**config.mk**
```make
export PLATFORM = sky130hd
export DESIGN_NAME = lc3Core
export DESIGN_NICKNAME = d
export VERILOG_FILES = /design/src/busPkg.sv /design/src/lc3Pkg.sv /design/src/lc3Core.sv /design/src/memBridge.sv /design/src/controlFsm.sv /design/src/datapath.sv /design/src/aluUnit.sv /design/src/regFile.sv
export SDC_FILE = /design/constraint.sdc
export NUM_CORES = 1
export LEC_CHECK = 0
export BUFFER_PORTS_ARGS = -buffer_cell sky130_fd_sc_hd__buf_2
export CAP_MARGIN = 10
export CORE_MARGIN = 1.5
export CORE_UTILIZATION = 46
export DETAILED_ROUTE_END_ITERATION = 6
export PLACE_DENSITY = 0.65
export SYNTH_ARGS = -nofsm -noshare
export SYNTH_HDL_FRONTEND = slang
export SYNTH_SLANG_ARGS = --single-unit
```
**constraint.sdc**
```tcl
create_clock -name Clk -period 11.1 [get_ports Clk]
set_input_delay 1.11 -clock Clk [delete_from_list [all_inputs] [get_ports Clk]]
set_output_delay 1.11 -clock Clk [all_outputs]
set_load 0.1 [all_outputs]
```
**src/busPkg.sv**
```systemverilog
package busPkg;

    localparam int AxiAddrWidth = 16;
    localparam int AxiDataWidth = 16;
    localparam logic [1:0] AxiRespOkay = 2'b00;

    typedef logic [AxiAddrWidth-1:0] axiAddr_t;
    typedef logic [AxiDataWidth-1:0] axiData_t;
    typedef logic [1:0] axiResp_t;

    // master side, no write strobes since every access is a full word
    typedef struct packed {
        axiAddr_t awaddr;
        logic     awvalid;
        axiData_t wdata;
        logic     wvalid;
        logic     bready;
        axiAddr_t araddr;
        logic     arvalid;
        logic     rready;
    } axiReq_t;

    typedef struct packed {
        logic     awready;
        logic     wready;
        logic     bvalid;
        axiResp_t bresp;
        logic     arready;
        logic     rvalid;
        axiData_t rdata;
        axiResp_t rresp;
    } axiRsp_t;

endpackage

```
**src/lc3Pkg.sv**
```systemverilog
package lc3Pkg;

    localparam int WordWidth = 16;
    localparam int RegCount = 8;

    typedef logic [WordWidth-1:0] word_t;
    typedef logic [2:0] regIdx_t;
    // condition codes in N, Z, P order
    typedef logic [2:0] nzp_t;

    localparam word_t resetPc = 16'h3000;

    localparam nzp_t nzpN = 3'b100;
    localparam nzp_t nzpZ = 3'b010;
    localparam nzp_t nzpP = 3'b001;

    // address adder and PC source selects
    localparam logic [1:0] addr2Zero = 2'd0;
    localparam logic [1:0] addr2Off6 = 2'd1;
    localparam logic [1:0] addr2Off9 = 2'd2;
    localparam logic [1:0] addr2Off11 = 2'd3;
    localparam logic [1:0] pcMuxInc = 2'd0;
    localparam logic [1:0] pcMuxBus = 2'd1;
    localparam logic [1:0] pcMuxAdder = 2'd2;

    typedef enum logic [3:0] {
        opBr    = 4'b0000,
        opAdd   = 4'b0001,
        opLd    = 4'b0010,
        opSt    = 4'b0011,
        opJsr   = 4'b0100,
        opAnd   = 4'b0101,
        opLdr   = 4'b0110,
        opStr   = 4'b0111,
        opRti   = 4'b1000,
        opNot   = 4'b1001,
        opLdi   = 4'b1010,
        opSti   = 4'b1011,
        opJmp   = 4'b1100,
        opPause = 4'b1101,
        opLea   = 4'b1110,
        opTrap  = 4'b1111
    } opcode_t;

    typedef enum logic [1:0] {
        aluAdd   = 2'd0,
        aluAnd   = 2'd1,
        aluNot   = 2'd2,
        aluPassA = 2'd3
    } aluOp_t;

    typedef struct packed {
        logic       ldMar;
        logic       ldMdr;
        logic       ldIr;
        logic       ldBen;
        logic       ldCc;
        logic       ldReg;
        logic       ldPc;
        logic       ldLed;
        logic       gatePc;
        logic       gateMdr;
        logic       gateAlu;
        logic       gateMarMux;
        logic       drMux;
        logic       sr1Mux;
        logic       sr2Mux;
        logic       addr1Mux;
        logic       mioEn;
        logic [1:0] addr2Mux;
        logic [1:0] pcMux;
        aluOp_t     aluk;
    } ctrl_t;

endpackage
```
**src/lc3Core.sv**
```systemverilog
module lc3Core import lc3Pkg::*, busPkg::*; (
    input  logic        Clk,
    input  logic        rstN,
    output axiReq_t     axiReq,
    input  axiRsp_t     axiRsp,
    output logic [11:0] led,
    output logic        halted
);

    ctrl_t ctrl;
    word_t ir;
    word_t mar;
    word_t mdr;
    word_t memRdata;
    logic  ben;
    logic  memRead;
    logic  memWrite;
    logic  memDone;

    controlFsm ctrl_i (
        .Clk      (Clk),
        .rstN     (rstN),
        .ir       (ir),
        .ben      (ben),
        .memDone  (memDone),
        .ctrl     (ctrl),
        .memRead  (memRead),
        .memWrite (memWrite),
        .halted   (halted)
    );

    datapath data_i (
        .Clk      (Clk),
        .rstN     (rstN),
        .ctrl     (ctrl),
        .memRdata (memRdata),
        .ben      (ben),
        .led      (led),
        .ir       (ir),
        .mar      (mar),
        .mdr      (mdr)
    );

    memBridge bridge_i (
        .Clk      (Clk),
        .rstN     (rstN),
        .memRead  (memRead),
        .memWrite (memWrite),
        .addr     (mar),
        .wdata    (mdr),
        .memDone  (memDone),
        .memRdata (memRdata),
        .axiReq   (axiReq),
        .axiRsp   (axiRsp)
    );

endmodule

```
**src/memBridge.sv**
```systemverilog
module memBridge import lc3Pkg::*, busPkg::*; (
    input  logic    Clk,
    input  logic    rstN,
    input  logic    memRead,
    input  logic    memWrite,
    input  word_t   addr,
    input  word_t   wdata,
    output logic    memDone,
    output word_t   memRdata,
    output axiReq_t axiReq,
    input  axiRsp_t axiRsp
);

    axiAddr_t addrQ;
    axiData_t wdataQ;
    logic     awvalid;
    logic     wvalid;
    logic     bready;
    logic     arvalid;
    logic     rready;
    logic     writeBusy;
    logic     writeFin;

    // each write channel is either already through or handshaking now
    assign writeFin = writeBusy
                    && (!awvalid || axiRsp.awready)
                    && (!wvalid || axiRsp.wready)
                    && (!bready || axiRsp.bvalid);

    always_ff @(posedge Clk) begin
        if (!rstN) begin
            awvalid   <= 1'b0;
            wvalid    <= 1'b0;
            bready    <= 1'b0;
            arvalid   <= 1'b0;
            rready    <= 1'b0;
            writeBusy <= 1'b0;
            memDone   <= 1'b0;
        end else begin
            memDone <= 1'b0;
            if (memWrite) begin
                awvalid   <= 1'b1;
                wvalid    <= 1'b1;
                bready    <= 1'b1;
                writeBusy <= 1'b1;
            end else begin
                if (awvalid && axiRsp.awready) begin
                    awvalid <= 1'b0;
                end
                if (wvalid && axiRsp.wready) begin
                    wvalid <= 1'b0;
                end
                if (bready && axiRsp.bvalid) begin
                    bready <= 1'b0;
                end
                if (writeFin) begin
                    writeBusy <= 1'b0;
                    memDone   <= 1'b1;
                end
            end
            if (memRead) begin
                arvalid <= 1'b1;
                rready  <= 1'b1;
            end else begin
                if (arvalid && axiRsp.arready) begin
                    arvalid <= 1'b0;
                end
                if (rready && axiRsp.rvalid) begin
                    rready  <= 1'b0;
                    memDone <= 1'b1;
                end
            end
        end
    end

    // captured request and read data
    always_ff @(posedge Clk) begin
        if (memRead || memWrite) begin
            addrQ <= addr;
        end
        if (memWrite) begin
            wdataQ <= wdata;
        end
        if (rready && axiRsp.rvalid) begin
            memRdata <= axiRsp.rdata;
        end
    end

    assign axiReq.awaddr  = addrQ;
    assign axiReq.awvalid = awvalid;
    assign axiReq.wdata   = wdataQ;
    assign axiReq.wvalid  = wvalid;
    assign axiReq.bready  = bready;
    assign axiReq.araddr  = addrQ;
    assign axiReq.arvalid = arvalid;
    assign axiReq.rready  = rready;

    awHold: assert property (@(posedge Clk) disable iff (!rstN)
        awvalid && !axiRsp.awready |=> awvalid && $stable(axiReq.awaddr))
        else $error("AW dropped before handshake");

    wHold: assert property (@(posedge Clk) disable iff (!rstN)
        wvalid && !axiRsp.wready |=> wvalid && $stable(axiReq.wdata))
        else $error("W dropped before handshake");

    arHold: assert property (@(posedge Clk) disable iff (!rstN)
        arvalid && !axiRsp.arready |=> arvalid && $stable(axiReq.araddr))
        else $error("AR dropped before handshake");

    // the core has no error path, slave must answer OKAY
    respOkay: assert property (@(posedge Clk) disable iff (!rstN)
        (bready && axiRsp.bvalid |-> axiRsp.bresp == AxiRespOkay)
        and (rready && axiRsp.rvalid |-> axiRsp.rresp == AxiRespOkay))
        else $error("non-OKAY AXI response");

endmodule

```
**src/controlFsm.sv**
```systemverilog
module controlFsm import lc3Pkg::*; (
    input  logic  Clk,
    input  logic  rstN,
    input  word_t ir,
    input  logic  ben,
    input  logic  memDone,
    output ctrl_t ctrl,
    output logic  memRead,
    output logic  memWrite,
    output logic  halted
);

    typedef enum logic [4:0] {
        sIdle,
        sFetchAddr,
        sFetchWait,
        sFetchIr,
        sDecode,
        sAlu,
        sBr,
        sJmp,
        sLea,
        sLdPc,
        sLdBase,
        sLdWait,
        sLdReg,
        sStPc,
        sStBase,
        sStData,
        sStWait,
        sPause,
        sHalt
    } state_t;

    state_t  state;
    state_t  stateNext;
    opcode_t opcode;
    logic    reqSent;

    assign opcode = opcode_t'(ir[15:12]);

    always_ff @(posedge Clk) begin
        if (!rstN) begin
            state   <= sIdle;
            reqSent <= 1'b0;
        end else begin
            state <= stateNext;
            // one request per wait state
            if (memDone) begin
                reqSent <= 1'b0;
            end else if (memRead || memWrite) begin
                reqSent <= 1'b1;
            end
        end
    end

    always_comb begin
        stateNext = state;
        case (state)
            sIdle:      stateNext = sFetchAddr;
            sFetchAddr: stateNext = sFetchWait;
            sFetchWait: stateNext = memDone ? sFetchIr : sFetchWait;
            sFetchIr:   stateNext = sDecode;
            sDecode: begin
                case (opcode)
                    opAdd, opAnd, opNot: stateNext = sAlu;
                    opBr:    stateNext = sBr;
                    opJmp:   stateNext = sJmp;
                    opLea:   stateNext = sLea;
                    opLd:    stateNext = sLdPc;
                    opLdr:   stateNext = sLdBase;
                    opSt:    stateNext = sStPc;
                    opStr:   stateNext = sStBase;
                    opPause: stateNext = sPause;
                    // unsupported opcodes fall through as no-ops
                    default: stateNext = sFetchAddr;
                endcase
            end
            sLdPc, sLdBase:   stateNext = sLdWait;
            sLdWait:          stateNext = memDone ? sLdReg : sLdWait;
            sStPc, sStBase:   stateNext = sStData;
            sStData:          stateNext = sStWait;
            sStWait:          stateNext = memDone ? sFetchAddr : sStWait;
            sPause, sHalt:    stateNext = sHalt;
            default:          stateNext = sFetchAddr;
        endcase
    end

    always_comb begin
        ctrl = '0;
        case (state)
            sFetchAddr: begin
                ctrl.gatePc = 1'b1;
                ctrl.ldMar  = 1'b1;
                ctrl.ldPc   = 1'b1;
                ctrl.pcMux  = pcMuxInc;
            end
            // MDR follows the read data until memDone
            sFetchWait, sLdWait: begin
                ctrl.ldMdr = 1'b1;
                ctrl.mioEn = 1'b1;
            end
            sFetchIr: begin
                ctrl.gateMdr = 1'b1;
                ctrl.ldIr    = 1'b1;
            end
            sDecode: begin
                ctrl.ldBen = 1'b1;
            end
            sAlu: begin
                ctrl.gateAlu = 1'b1;
                ctrl.ldReg   = 1'b1;
                ctrl.ldCc    = 1'b1;
                ctrl.sr1Mux  = 1'b1;
                ctrl.sr2Mux  = ir[5];
                case (opcode)
                    opAnd:   ctrl.aluk = aluAnd;
                    opNot:   ctrl.aluk = aluNot;
                    default: ctrl.aluk = aluAdd;
                endcase
            end
            sBr: begin
                ctrl.ldPc     = ben;
                ctrl.pcMux    = pcMuxAdder;
                ctrl.addr2Mux = addr2Off9;
            end
            // base register through the adder with a zero offset
            sJmp: begin
                ctrl.ldPc     = 1'b1;
                ctrl.pcMux    = pcMuxAdder;
                ctrl.sr1Mux   = 1'b1;
                ctrl.addr1Mux = 1'b1;
                ctrl.addr2Mux = addr2Zero;
            end
            sLea: begin
                ctrl.gateMarMux = 1'b1;
                ctrl.ldReg      = 1'b1;
                ctrl.addr2Mux   = addr2Off9;
            end
            sLdPc, sStPc: begin
                ctrl.gateMarMux = 1'b1;
                ctrl.ldMar      = 1'b1;
                ctrl.addr2Mux   = addr2Off9;
            end
            sLdBase, sStBase: begin
                ctrl.gateMarMux = 1'b1;
                ctrl.ldMar      = 1'b1;
                ctrl.sr1Mux     = 1'b1;
                ctrl.addr1Mux   = 1'b1;
                ctrl.addr2Mux   = addr2Off6;
            end
            sLdReg: begin
                ctrl.gateMdr = 1'b1;
                ctrl.ldReg   = 1'b1;
                ctrl.ldCc    = 1'b1;
            end
            // source register from IR[11:9] into MDR
            sStData: begin
                ctrl.gateAlu = 1'b1;
                ctrl.aluk    = aluPassA;
                ctrl.ldMdr   = 1'b1;
            end
            sPause: begin
                ctrl.ldLed = 1'b1;
            end
            default: begin
                ctrl = '0;
            end
        endcase
    end

    assign memRead  = ((state == sFetchWait) || (state == sLdWait)) && !reqSent;
    assign memWrite = (state == sStWait) && !reqSent;
    assign halted   = (state == sHalt);

    // a completion only arrives while a wait state is active
    doneInWait: assert property (@(posedge Clk) disable iff (!rstN)
        memDone |-> ((state == sFetchWait) || (state == sLdWait) || (state == sStWait)))
        else $error("memory done outside a wait state");

endmodule

```
**src/datapath.sv**
```systemverilog
module datapath import lc3Pkg::*; (
    input  logic        Clk,
    input  logic        rstN,
    input  ctrl_t       ctrl,
    input  word_t       memRdata,
    output logic        ben,
    output logic [11:0] led,
    output word_t       ir,
    output word_t       mar,
    output word_t       mdr
);

    word_t      pc;
    word_t      pcNext;
    word_t      bus;
    word_t      aluOut;
    word_t      aluB;
    word_t      sr1Out;
    word_t      sr2Out;
    word_t      addr1;
    word_t      addr2;
    word_t      adderOut;
    regIdx_t    dr;
    regIdx_t    sr1;
    nzp_t       nzp;
    nzp_t       nzpIn;
    logic [3:0] gates;

    assign gates = {ctrl.gatePc, ctrl.gateMdr, ctrl.gateAlu, ctrl.gateMarMux};

    // shared bus, one driver at a time
    always_comb begin
        case (gates)
            4'b1000: bus = pc;
            4'b0100: bus = mdr;
            4'b0010: bus = aluOut;
            4'b0001: bus = adderOut;
            default: bus = '0;
        endcase
    end

    // register file selects
    assign dr  = ctrl.drMux ? 3'd7 : ir[11:9];
    assign sr1 = ctrl.sr1Mux ? ir[8:6] : ir[11:9];

    regFile regs_i (
        .Clk    (Clk),
        .rstN   (rstN),
        .we     (ctrl.ldReg),
        .dr     (dr),
        .din    (bus),
        .sr1    (sr1),
        .sr2    (ir[2:0]),
        .sr1Out (sr1Out),
        .sr2Out (sr2Out)
    );

    // imm5 or second register
    assign aluB = ctrl.sr2Mux ? {{11{ir[4]}}, ir[4:0]} : sr2Out;

    aluUnit alu_i (
        .a  (sr1Out),
        .b  (aluB),
        .op (ctrl.aluk),
        .y  (aluOut)
    );

    // address adder
    assign addr1 = ctrl.addr1Mux ? sr1Out : pc;

    always_comb begin
        case (ctrl.addr2Mux)
            addr2Off6:  addr2 = {{10{ir[5]}}, ir[5:0]};
            addr2Off9:  addr2 = {{7{ir[8]}}, ir[8:0]};
            addr2Off11: addr2 = {{5{ir[10]}}, ir[10:0]};
            default:    addr2 = '0;
        endcase
    end

    assign adderOut = addr1 + addr2;

    always_comb begin
        case (ctrl.pcMux)
            pcMuxBus:   pcNext = bus;
            pcMuxAdder: pcNext = adderOut;
            default:    pcNext = pc + 16'd1;
        endcase
    end

    assign nzpIn = bus[15] ? nzpN : ((bus == '0) ? nzpZ : nzpP);

    always_ff @(posedge Clk) begin
        if (!rstN) begin
            pc  <= resetPc;
            mar <= '0;
            mdr <= '0;
            ir  <= '0;
            led <= '0;
            nzp <= nzpZ;
            ben <= 1'b0;
        end else begin
            if (ctrl.ldPc) begin
                pc <= pcNext;
            end
            if (ctrl.ldMar) begin
                mar <= bus;
            end
            if (ctrl.ldMdr) begin
                mdr <= ctrl.mioEn ? memRdata : bus;
            end
            if (ctrl.ldIr) begin
                ir <= bus;
            end
            if (ctrl.ldLed) begin
                led <= ir[11:0];
            end
            if (ctrl.ldCc) begin
                nzp <= nzpIn;
            end
            // branch enable from the n, z, p bits of the instruction
            if (ctrl.ldBen) begin
                ben <= |(ir[11:9] & nzp);
            end
        end
    end

    busOneDriver: assert property (@(posedge Clk) disable iff (!rstN) $onehot0(gates))
        else $error("more than one bus gate active");

endmodule

```
**src/aluUnit.sv**
```systemverilog
module aluUnit import lc3Pkg::*; (
    input  word_t  a,
    input  word_t  b,
    input  aluOp_t op,
    output word_t  y
);

    always_comb begin
        case (op)
            aluAdd: begin
                y = a + b;
            end
            aluAnd: begin
                y = a & b;
            end
            aluNot: begin
                y = ~a;
            end
            // used for store data on its way to MDR
            default: begin
                y = a;
            end
        endcase
    end

endmodule

```
**src/regFile.sv**
```systemverilog
module regFile import lc3Pkg::*; (
    input  logic    Clk,
    input  logic    rstN,
    input  logic    we,
    input  regIdx_t dr,
    input  word_t   din,
    input  regIdx_t sr1,
    input  regIdx_t sr2,
    output word_t   sr1Out,
    output word_t   sr2Out
);

    word_t regs [RegCount];

    always_ff @(posedge Clk) begin
        if (!rstN) begin
            for (int i = 0; i < RegCount; i++) begin
                regs[i] <= '0;
            end
        end else if (we) begin
            regs[dr] <= din;
        end
    end

    // combinational reads, new value visible the cycle after the write
    assign sr1Out = regs[sr1];
    assign sr2Out = regs[sr2];

endmodule

```
# --- Word level (Yosys, flattened, before mapping) ---
# Memory sizes are Yosys's and may differ from the RTL's. A register that Yosys moved wholly into a read port is not among the register bits.
# Cells that the tools add are included.
op_classes:
  bitwise_logic: 4
  n_eq_ne: 31
  mux: 61
  addsub: 3
  reduce_logical: 47
ops:
  columns: ["cell", "n"]
  rows:
  - ["16-bit one-hot mux with 3 select lines", 2]
  - ["16-bit two-way mux", 4]
  - ["16-bit one-hot mux with 4 select lines", 1]
  - ["5-bit one-hot mux with 10 select lines", 1]
  - ["5-bit by 4-bit equality test with 1-bit output (second input constant)", 8]
  - ["1-bit two-way mux", 37]
  - ["16-bit adder", 2]
  - ["16-bit one-hot mux with 2 select lines", 1]
  - ["2-bit OR reduction", 11]
  - ["5-bit by 3-bit equality test with 1-bit output (second input constant)", 4]
  - ["3-bit two-way mux", 6]
  - ["16-bit by 1-bit adder with 16-bit output (second input constant)", 1]
  - ["16-bit AND", 1]
  - ["16-bit zero test", 1]
  - ["16-bit inverter", 1]
  - ["16-bit OR reduction", 1]
  - ["5-bit equality test (second input constant)", 3]
  - ["2-bit one-hot mux with 2 select lines", 3]
  - ["2-bit nonzero test", 6]
  - ["3-bit OR reduction", 4]
  - ["5-bit by 2-bit equality test with 1-bit output (second input constant)", 2]
  - ["1-bit logical AND", 10]
  - ["5-bit OR reduction", 2]
  - ["2-bit equality test (second input constant)", 4]
  - ["16 further kinds", 30]
word_totals:
  ram_bits: 128
  inputBits: 27
  regBits: 141
  word_cells: 167
  romBits: 80
  output_inout_bits: 66
  mem_count: 2
memory_table:
  columns: ["memory", "depth", "word_bits", "read_ports", "rd_clocked_by_memory_dff", "wr", "line_no", "text"]
  rows:
  - ["data_i.regs_i.regs", 8, 16, 2, 1, 8, "regFile.sv:13", "word_t regs [RegCount];"]
  - ["(name not given)", 16, 5, 1, 1, 0, "controlFsm.sv:65", "case (opcode)"]

# --- Longest topological paths before layout ---
# Gate-level depths: netlist of the first run.
# An unclocked memory read counts as a cell.
logic_depth:
  word_depth: 11
  ltp_mapped: 26
  depth_no_buf: 22

# --- Modules after synthesis ---
# From an unflattened synthesis of the first run, not the netlist that was laid out.
unflattened:
  cells_unflattened: 1499
  hier_area_um2: 16114.2
by_module_without_submodules:
  columns: ["module", "n_inst", "cells_each", "area_each_um2", "seq_area_each_um2"]
  rows:
  - ["regFile", 1, 430, 6876.6, 3843.7]
  - ["datapath", 1, 675, 5267.6, 1601.5]
  - ["memBridge", 1, 94, 1885.6, 1581.5]
  - ["aluUnit", 1, 173, 1270.0, 0.0]
  - ["controlFsm", 1, 127, 814.5, 120.1]

# --- Worst setup path before layout of the first run ---
# OpenSTA, ideal clock, no wires.
synth_timing:
  path_type: "flip-flop to flip-flop"
  from: "register ctrl_i.state[4]"
  to: "register data_i.nzp[0]"
  required_time_ns: 10.984
  synth_period_minus_slack_ns: 5.120
  stages_incl_launch_ff: 25
  setup_ns: 0.116
  n_path_buf: 4
  arrival_ns: 5.004
  setup_slack_ns: 5.980
  cell_sequence: "dfxtp_1 -> buf_4 -> and4bb_4 -> or3_1 -> buf_2 -> nand2_2 -> buf_4 -> mux2i_1 -> mux2i_1 -> mux2_2 -> nor2_1 -> nor2_1 -> ha_1 -> clkbuf_1 -> o2111ai_1 -> a2111oi_0 -> o32ai_1 -> o21ai_0 -> xnor2_1 -> nor2_1 -> a2111o_1 -> a211oi_2 -> nand4_1 -> or3_1 -> a41o_1"
synth_between:
  elab_chain_len: 11
  word_cells_on_any_way: 54
  classes_between: "add/sub (2); eq/ne (21); mux (18); bitwise (2); reduce/logical (10); memory (1)"
synth_lines:
  columns: ["item", "line_no", "text"]
  rows:
  - ["start: declaration", "controlFsm.sv:35", "state_t state;"]
  - ["start signal: assignment", "controlFsm.sv:44", "state <= sIdle;"]
  - ["start signal: assignment", "controlFsm.sv:47", "state <= stateNext;"]
  - ["5-bit by 3-bit equality test with 1-bit output / 5-bit by 4-bit equality test with 1-bit output (equally long branches)", "controlFsm.sv:91", "case (state)"]
  - ["4-bit OR reduction (no line)", null, null]
  - ["1-bit two-way mux", "controlFsm.sv:91", null]
  - ["3-bit two-way mux", "datapath.sv:44", "assign sr1 = ctrl.sr1Mux ? ir[8:6] : ir[11:9];"]
  - ["memory 8 x 16 bit", null, null]
  - ["16-bit adder, or another cell as far along", "aluUnit.sv:11", "y = a + b;"]
  - ["16-bit one-hot mux with 3 select lines / 16-bit adder (equally long branches)", "aluUnit.sv:9, datapath.sv:80", null]
  - ["16-bit one-hot mux with 4 select lines", "datapath.sv:33", "case (gates)"]
  - ["16-bit zero test", "datapath.sv:90", "assign nzpIn = bus[15] ? nzpN : ((bus == '0) ? nzpZ : nzpP);"]
  - ["2-bit two-way mux", "datapath.sv:90", null]
  - ["3-bit two-way mux", "datapath.sv:90", null]
  - ["end signal: assignment", "datapath.sv:99", "nzp <= nzpZ;"]
  - ["end signal: assignment", "datapath.sv:118", "nzp <= nzpIn;"]
  - ["end: declaration", "datapath.sv:25", "nzp_t nzp;"]
# Parallel ways exist; a longest one is shown, timed or not.
# A chain may end at the register's enable or synchronous reset.

# --- Final worst setup path of the first run ---
layout_timing:
  from: "register ctrl_i.state[0]"
  to: "register data_i.nzp[0]"
# Same word-level chain as after synthesis.

==> results.txt, run 1 <==
----------------------------------------------------
[Outcome]
  Run status ... finished clean

[Floorplanning]
  Starting density of the core ... 46.7%
  Chip width ... 187 um
  Total Die Area ... 35100 um^2
  Num ports ... 93
  Area of the core ... 33500 um^2
  Vertical die dimension ... 187 um
  Number of placement rows ... between 60 and 70

[Synthesis]
  Nets in the synthesized netlist ... 1629
  Most used DFF post-synth ... edfxtp_1
  Largest cells by area after synthesis ... edfxtp_1 (34%), dfxtp_1 (13%), nor2_1 (6.9%)
  Number of warnings reported in the yosys synthesis log ... 0
  Commonest cells in the netlist ... nor2_1 (289), edfxtp_1 (176), a21oi_1 (112)
  Library cell with the largest summed area after synthesis ... edfxtp_1
  Number of distinct library cells after synthesis ... 90
  Number of enable flip-flop cells after synthesis ... 176
  Flip-flop and latch count after synthesis ... about 280
  Most repeated cell in the gate-level netlist after synthesis ... nor2_1
  Mean post-synth cell area ... 9.97 um^2
  Fraction of post-synthesis cell area in the top cell type by area ... 33.8%
  Async SR Flop Fraction ... 0%
  Total standard cell area after synthesis ... 15600 um^2
  Sequential element share of the synthesized area ... 46.7%
  Post-synthesis instance total ... 1569

[CTS]
  Buffer cell driving the clock tree root ... clkbuf_16
  TritonCTS clock tree ... done
  CTS Buf Count ... 28
  # hold bufs at CTS ... 0
  # resized after CTS ... 0
  Latest clock arrival within the worst-skew pair ... 580 ps
  TritonCTS sink count ... 277
  CTS clk-pin slew, worst paths ... ~60 ps
  CTS H-tree depth ... 1
  Clock buffer depth ... 3
  Post-CTS repair timing setup buffer count ... 0

[Critical path]
  Critical path fanouts, max ... 31
  Crit end category ... flop
  Worst EP required ... 11530 ps
  Crit path arrival time ... approximately 8100 ps
  Worst Path Class, Setup ... reg -> reg
  Sort of element at the start of the critical path ... flop
  R2r setup slk ... 3440 ps

[Global route]
  Antenna violations before repair ... 0
  First-pass GRT wire length ... 70200 um
  Maximum number of pins on one net before global-route repair ... 75
  Total Routing Usage GR ... 26.0%
  Total congestion overflow ... 0
  Via count of the first global-routing pass ... 11800

[Placement]
  Cell Area, Placed ... 16200 um^2
  Final HPWL DP ... 31500 um
  # port buffers ... 88
  Cell count after placement ... 1996
  GPL Wtd Cong ... 0.911
  Worst slack at placement ... 3520 ps

[Run]
  Max-cap violations ... 0

[Routing]
  Routed length per instance ... 22.9 um
  Routed via count ... 12600
  Vias per std cell ... roughly 6.2
  Number of remaining DRC errors ... 0
  Post-route ant nets ... 0
  Violation count after the first detailed-routing iteration ... roughly 1700
  Number of detailed-routing iterations run before antenna repair ... 6
  Final routed wirelength across all metal layers ... 46900 um

[Timing]
  Transition time at the pin with the least slew margin ... around 1300 ps
  Worst clock skew on the final layout ... just over 50 ps
  Final-layout setup total negative slack ... 0 ps
  RSZ-0062 raised after global routing ... false
  Worst slew margin relative to its limit ... 15.5%
  Final min period ... about 7700 ps
  Slew Limit Fails ... 0
  Final period util ... ~69%
  Max Clk Rate ... 0.131 GHz
  Number of hold-slack violations in the final timing report ... 0
  Worst-case setup margin in the final layout ... ~3400 ps
  Post-Route Hold Slack ... 431 ps
  Final setup violation count ... 0

[Finish]
  Area growth syn-to-layout ... 10.0%
  N_diodes ... 0
  Post-route cell area ... 17200 um^2
  Number of nets in the finished design ... 1638
  FILL cells ... 3084
  Count of non-filler cells in the finished layout ... between 2000 and 2500
  Share of layout cells above drive strength 1 ... 15.7%

[Min path]
  Hold Crit Class ... reg -> reg

[Power]
  Peak supply drop ... between 0.1 and 0.15 mV
  Static leakage ... roughly 6.3 nW
  Power Density ... approximately 140 nW/um^2

----------------------------------------------------
[layout by cell type, fill, tap and decap left out, drive strengths merged, types with 7 or more instances in the layout]
master / n
or3: 11
nand2: 108
nor4: 7
clkbuf: 45
xnor2: 9
a221oi: 10
o21a: 12
a22oi: 19
ha: 32
nor3b: 9
a211oi: 46
mux2i: 64
mux4: 44
a31oi: 12
inv: 41
and2: 15
mux2: 9
nand3: 30
nor2: 290
xor2: 8
nor2b: 14
nand2b: 13
and3: 22
a222oi: 12
a21oi: 116
o21ai: 61
a21o: 13
buf: 115
edfxtp: 176
dfxtp: 101
o211ai: 12
nor3: 21
nand4: 13
[flip-flops by register name, indices dropped and copies added, names as in the netlist, 3 cells and up, named ones only]
register            count
data_i.pc              16
data_i.regs_i.regs    128
ctrl_i.state            5
bridge_i.wdataQ        16
data_i.ir              16
data_i.mdr             16
data_i.led             12
data_i.nzp              3
data_i.mar             16
bridge_i.addrQ         16
bridge_i.memRdata      16
[critical path: stages (launching register included)]
cell	delay (ps)
dfxtp_1	900
and4bb_4	340
o21ai_1	580
nand2_2	720
a311oi_4	570
or2_1	320
mux2_2	220
inv_1	50
fa_1	420
nand2b_1	200
a2111oi_0	820
o32ai_1	300
xor2_1	250
nor2_1	60
a21oi_1	110
nand3b_1	300
a31oi_4	580
nand4_1	130
or3_1	430
a41o_1	240
[cell type report]
class | instances | area, um^2 | share of cell area [%]
Multi-Input combinational cell | 1116 | 7570 | 44.0
Sequential cell | 277 | 7310 | 42.5
Clock buffer | 45 | 873 | 5.07
Timing Repair Buffer | 115 | 643 | 3.74
Tap cell | 448 | 561 | 3.26
Inverter | 40 | 150 | 0.872
Clock inverter | 7 | 111 | 0.647
[routing by layer]
layer | share of wire, % | vias to the layer above | routed length [um] | track usage (%)
li1 | - | 5811 | - | -
met1 | 41 | 6110 | 19400 | 35.3
met2 | 46 | 598 | 21600 | 42.1
met3 | 8.2 | 93 | 3860 | 3.66
met4 | 4.3 | 0 | 2010 | 10.6
met5 | 0 | - | 0 | 0
[cell families after synthesis]
group           after synthesis  share of synthesized area, %
mux                         117                          11.1
flops                       277                          46.7
compound gates              371                          16.4
xor+xnor                     17                         0.952
simple gates                578                          17.0
buf+inv                     176                          5.09
fa+ha+maj                    33                          2.69
[per-stage QoR]
step	total power [mW]	util (%)
CTS	2.48	51.3
floorplan	1.42	-
global placement	1.50	48.4
finish	2.48	51.3
detailed placement	1.51	48.4
global route	2.55	51.3
[power by group]
part           internal [mW]  leakage, nW  switching [mW]
Combinational          0.106         3.20           0.224
Sequential              1.13         2.58          0.0288
Clock                  0.587        0.489           0.398
[worst paths after layout]
kind | from | depth (start not counted) | endpoint
setup / recovery | ctrl_i.state[0] | 19 | data_i.nzp[0]
setup reg to reg | ctrl_i.state[0] | 19 | data_i.nzp[0]
hold / removal | data_i.mar[7] | 0 | bridge_i.addrQ[7]
hold reg to reg | data_i.mar[7] | 0 | bridge_i.addrQ[7]
Note: power is estimated with default switching activity, not from simulation.
==> run 2: changes to the inputs <==
--- a/config.mk
+++ b/config.mk
@@ -5,6 +5,7 @@
 export SDC_FILE = /design/constraint.sdc
 export NUM_CORES = 1
 export LEC_CHECK = 0
+export ABC_AREA = 1
 export BUFFER_PORTS_ARGS = -buffer_cell sky130_fd_sc_hd__buf_2
 export CAP_MARGIN = 10
 export CORE_MARGIN = 1.5
==> constraint.sdc (replaced) <==
create_clock -name Clk -period 7.3 [get_ports Clk]
set_input_delay 0.73 -clock Clk [delete_from_list [all_inputs] [get_ports Clk]]
set_output_delay 0.73 -clock Clk [all_outputs]
set_load 0.1 [all_outputs]
==> run 2 against run 1 <==
Net effect:
- non-clock buffer count fell by 3
- largest power group is now combinational logic
- sequential share of layout area fell by 0.48 points
- critical path type unchanged
- synthesized cell count rose by 30%
- cell count up 24%
- clock skew shrank 22 ps
- final area rose by 1.1%
- highest routed layer is now met5
- via count rose by 15%
- combinational power grew to 7.9 times the previous value
- power grew 150%
- clock-buffer cell count shrank 1
- hold slack got worse by 100 ps
- first-iteration DRC count rose by 26%
==> results.txt, run 2 <==
----------------------------------------------------
[Routing]
  Number of detailed-routing iterations run before antenna repair ... 5 (-1)
  Final routed wirelength across all metal layers ... 49400 um (+5.4%)
  Routed length per instance ... 19.5 um (-15%)
  Vias per std cell ... 5.72 (-7.2%)
  Post-route ant nets ... 0 (unchanged)
  Number of remaining DRC errors ... 0 (unchanged)
  Violation count after the first detailed-routing iteration ... 2177 (+26%)
  Routed via count ... 14500 (+15%)

[Outcome]
  Run status ... finished clean

[Synthesis]
  Flip-flop and latch count after synthesis ... 277 (unchanged)
  Mean post-synth cell area ... 7.75 um^2 (-22%)
  Largest cells by area after synthesis ... edfxtp_1 (33%), dfxtp_1 (13%), nand2_1 (11%)
  Post-synthesis instance total ... 2038 (+30%)
  Number of distinct library cells after synthesis ... 58 (-36%)
  Nets in the synthesized netlist ... 2098 (+29%)
  Most used DFF post-synth ... edfxtp_1
  Number of warnings reported in the yosys synthesis log ... 0 (unchanged)
  Most repeated cell in the gate-level netlist after synthesis ... nand2_1
  Fraction of post-synthesis cell area in the top cell type by area ... 33.5% (-0.31 points)
  Async SR Flop Fraction ... 0% (unchanged)
  Commonest cells in the netlist ... nand2_1 (475), inv_1 (219), nor2_1 (210)
  Sequential element share of the synthesized area ... 46.3% (-0.42 points)
  Total standard cell area after synthesis ... 15800 um^2 (+0.91%)
  Library cell with the largest summed area after synthesis ... edfxtp_1
  Number of enable flip-flop cells after synthesis ... 176 (unchanged)

[CTS]
  Buffer cell driving the clock tree root ... clkbuf_16
  Latest clock arrival within the worst-skew pair ... 600 ps (+20 ps)
  TritonCTS clock tree ... done
  CTS clk-pin slew, worst paths ... 60 ps (about the same)
  Post-CTS repair timing setup buffer count ... 0 (unchanged)
  # hold bufs at CTS ... 0 (unchanged)
  CTS Buf Count ... 30 (+7.1%)
  # resized after CTS ... 0 (unchanged)
  CTS H-tree depth ... 1 (unchanged)
  Clock buffer depth ... 3 (unchanged)
  TritonCTS sink count ... 277 (unchanged)

[Timing]
  Final setup violation count ... 0 (unchanged)
  Worst clock skew on the final layout ... 28.5 ps (-22.2 ps)
  Final period util ... 85.4% (+16 points)
  Max Clk Rate ... 0.160 GHz (+23%)
  Number of hold-slack violations in the final timing report ... 0 (unchanged)
  Worst-case setup margin in the final layout ... 1060 ps (-2380 ps)
  Worst slew margin relative to its limit ... 27.9% (+12 points)
  Slew Limit Fails ... 0 (unchanged)
  Post-Route Hold Slack ... 327 ps (-104 ps)
  RSZ-0062 raised after global routing ... false
  Final-layout setup total negative slack ... 0 ps (unchanged)
  Final min period ... 6240 ps (-1420 ps)
  Transition time at the pin with the least slew margin ... 1080 ps (-185 ps)

[Floorplanning]
  Area of the core ... 33700 um^2 (+0.50%)
  Chip width ... 188 um (+0.45%)
  Num ports ... 93 (unchanged)
  Number of placement rows ... 67 (unchanged)
  Total Die Area ... 35400 um^2 (+0.90%)
  Vertical die dimension ... 188 um (+0.45%)
  Starting density of the core ... 46.9% (+0.19 points)

[Placement]
  Cell Area, Placed ... 16400 um^2 (+0.84%)
  Worst slack at placement ... 1200 ps (-2330 ps)
  # port buffers ... 88 (unchanged)
  Final HPWL DP ... 33500 um (+6.6%)
  GPL Wtd Cong ... 0.933 (+2.5%)

[Global route]
  First-pass GRT wire length ... 75800 um (+8.0%)
  Maximum number of pins on one net before global-route repair ... 64 (-15%)
  Total congestion overflow ... 0 (unchanged)
  Via count of the first global-routing pass ... 13500 (+14%)
  Antenna violations before repair ... 1 (+1)
  Total Routing Usage GR ... 27.5% (+1.5 points)

[Finish]
  Share of layout cells above drive strength 1 ... 11.0% (-4.7 points)
  Leading cell type in the layout, fill and taps excluded ... nand2_1
  Sequential Area ... 7310 um^2 (unchanged)
  FILL cells ... 3239 (+5.0%)
  Largest Register ... data_i.regs_i.regs
  Number of nets in the finished design ... 2122 (+30%)
  Area of combinational cells with multiple inputs ... 6940 um^2 (-8.3%)
  Highest-count cells in the layout ignoring fill and taps ... nand2_1 (475), inv_1 (219), nor2_1 (208)
  Area growth syn-to-layout ... 10.3%
  N_diodes ... 0 (unchanged)
  Post-route cell area ... 17400 um^2 (+1.1%)
  Number of flip-flops under the largest register name ... 128 (unchanged)

[Critical path]
  Crit end category ... flop
  Worst Path Class, Setup ... reg -> reg
  Worst path max stage delay ... 670 ps (-230 ps)
  Total buffers and inverters traversed by the critical path ... 5 (+4)
  Critical path fanouts, max ... 60 (+94%)
  Crit path max-delay cell type ... a21oi_2
  Cell repeated most along the worst path ... nand2_1
  Crit path arrival time ... 6710 ps (-1380 ps)
  Cell family with most CP delay ... compound AO/OA/AOI/OAI gates
  Worst EP required ... 7770 ps (-3760 ps)
  Sort of element at the start of the critical path ... flop

[Power]
  Peak supply drop ... 0.303 mV (+150%)
  Static leakage ... 7.30 nW (+16%)
  Power Density ... 352 nW/um^2 (+140%)

[Run]
  Max-cap violations ... 0 (unchanged)

[Min path]
  Hold Crit Class ... in -> reg

----------------------------------------------------
-- run 2: changes by cell type after synthesis, sizes merged, moves of 17 or more --
cell | previous run | this run
a211oi | 46 | 7
nand3 | 30 | 151
o21ai | 61 | 171
nand2 | 108 | 486
and3 | 22 | 0
o211ai | 12 | 29
a31oi | 12 | 31
nor2 | 290 | 215
clkbuf | 80 | 62
mux2i | 64 | 0
a21oi | 116 | 150
mux4 | 44 | 0
inv | 40 | 243
-- run 2: cell families after synthesis --
kind of cell	share of synthesized area, %
flip-flops	46.3
AND/OR/NAND/NOR	23.8
buffers and inverters	9.80
XOR/XNOR	0.998
AO/OA/AOI/OAI	16.5
adder cells (fa/ha/maj)	2.66
-- run 2: final cells by class --
cell class,instances,share of cell area [%]
multi-input cells,1392,39.9
repair buffers,112,3.56
well taps,448,3.22
flip-flops and latches,277,42.0
clock inverters,12,0.553
clock buffers,44,5.44
inverters,249,5.38
-- run 2: final timing paths --
check,slack [ps],cells past startpoint,to,start
worst max register to register,1060,30,flop,ctrl_i.state[0]
worst min register to register,430,0,bridge_i.addrQ[6],data_i.mar[6]
worst max-delay path,1060,30,flop,ctrl_i.state[0]
worst min-delay path,330,1,bridge_i.memRdata[4],axiRsp[6]
-- run 2: metal layers --
layer / GRT usage, % / part of all wire [%]
met2: 42.6 / 45
met4: 10.6 / 3.5
met3: 3.59 / 9.1
met5: 0 / 0.026
met1: 39.0 / 43
-- run 2: power by group --
group | switching [mW] | internal (mW) | total [mW]
sequential | 0.131 | 1.83 | 1.97
clock | 0.663 | 0.905 | 1.57
combinational | 1.92 | 0.678 | 2.60
total | 2.71 | 3.42 | 6.13
-- run 2: metrics by stage --
step | std cells | power, mW | util (%)
5_1_grt | 2534 | 6.43 | 51.7
6_report | 2534 | 6.13 | 51.7
4_1_cts | 2534 | 6.09 | 51.7
3_3_place_gp | 2478 | 4.50 | 48.6
2_1_floorplan | 2038 | 3.88 | -
3_5_place_dp | 2478 | 4.53 | 48.6
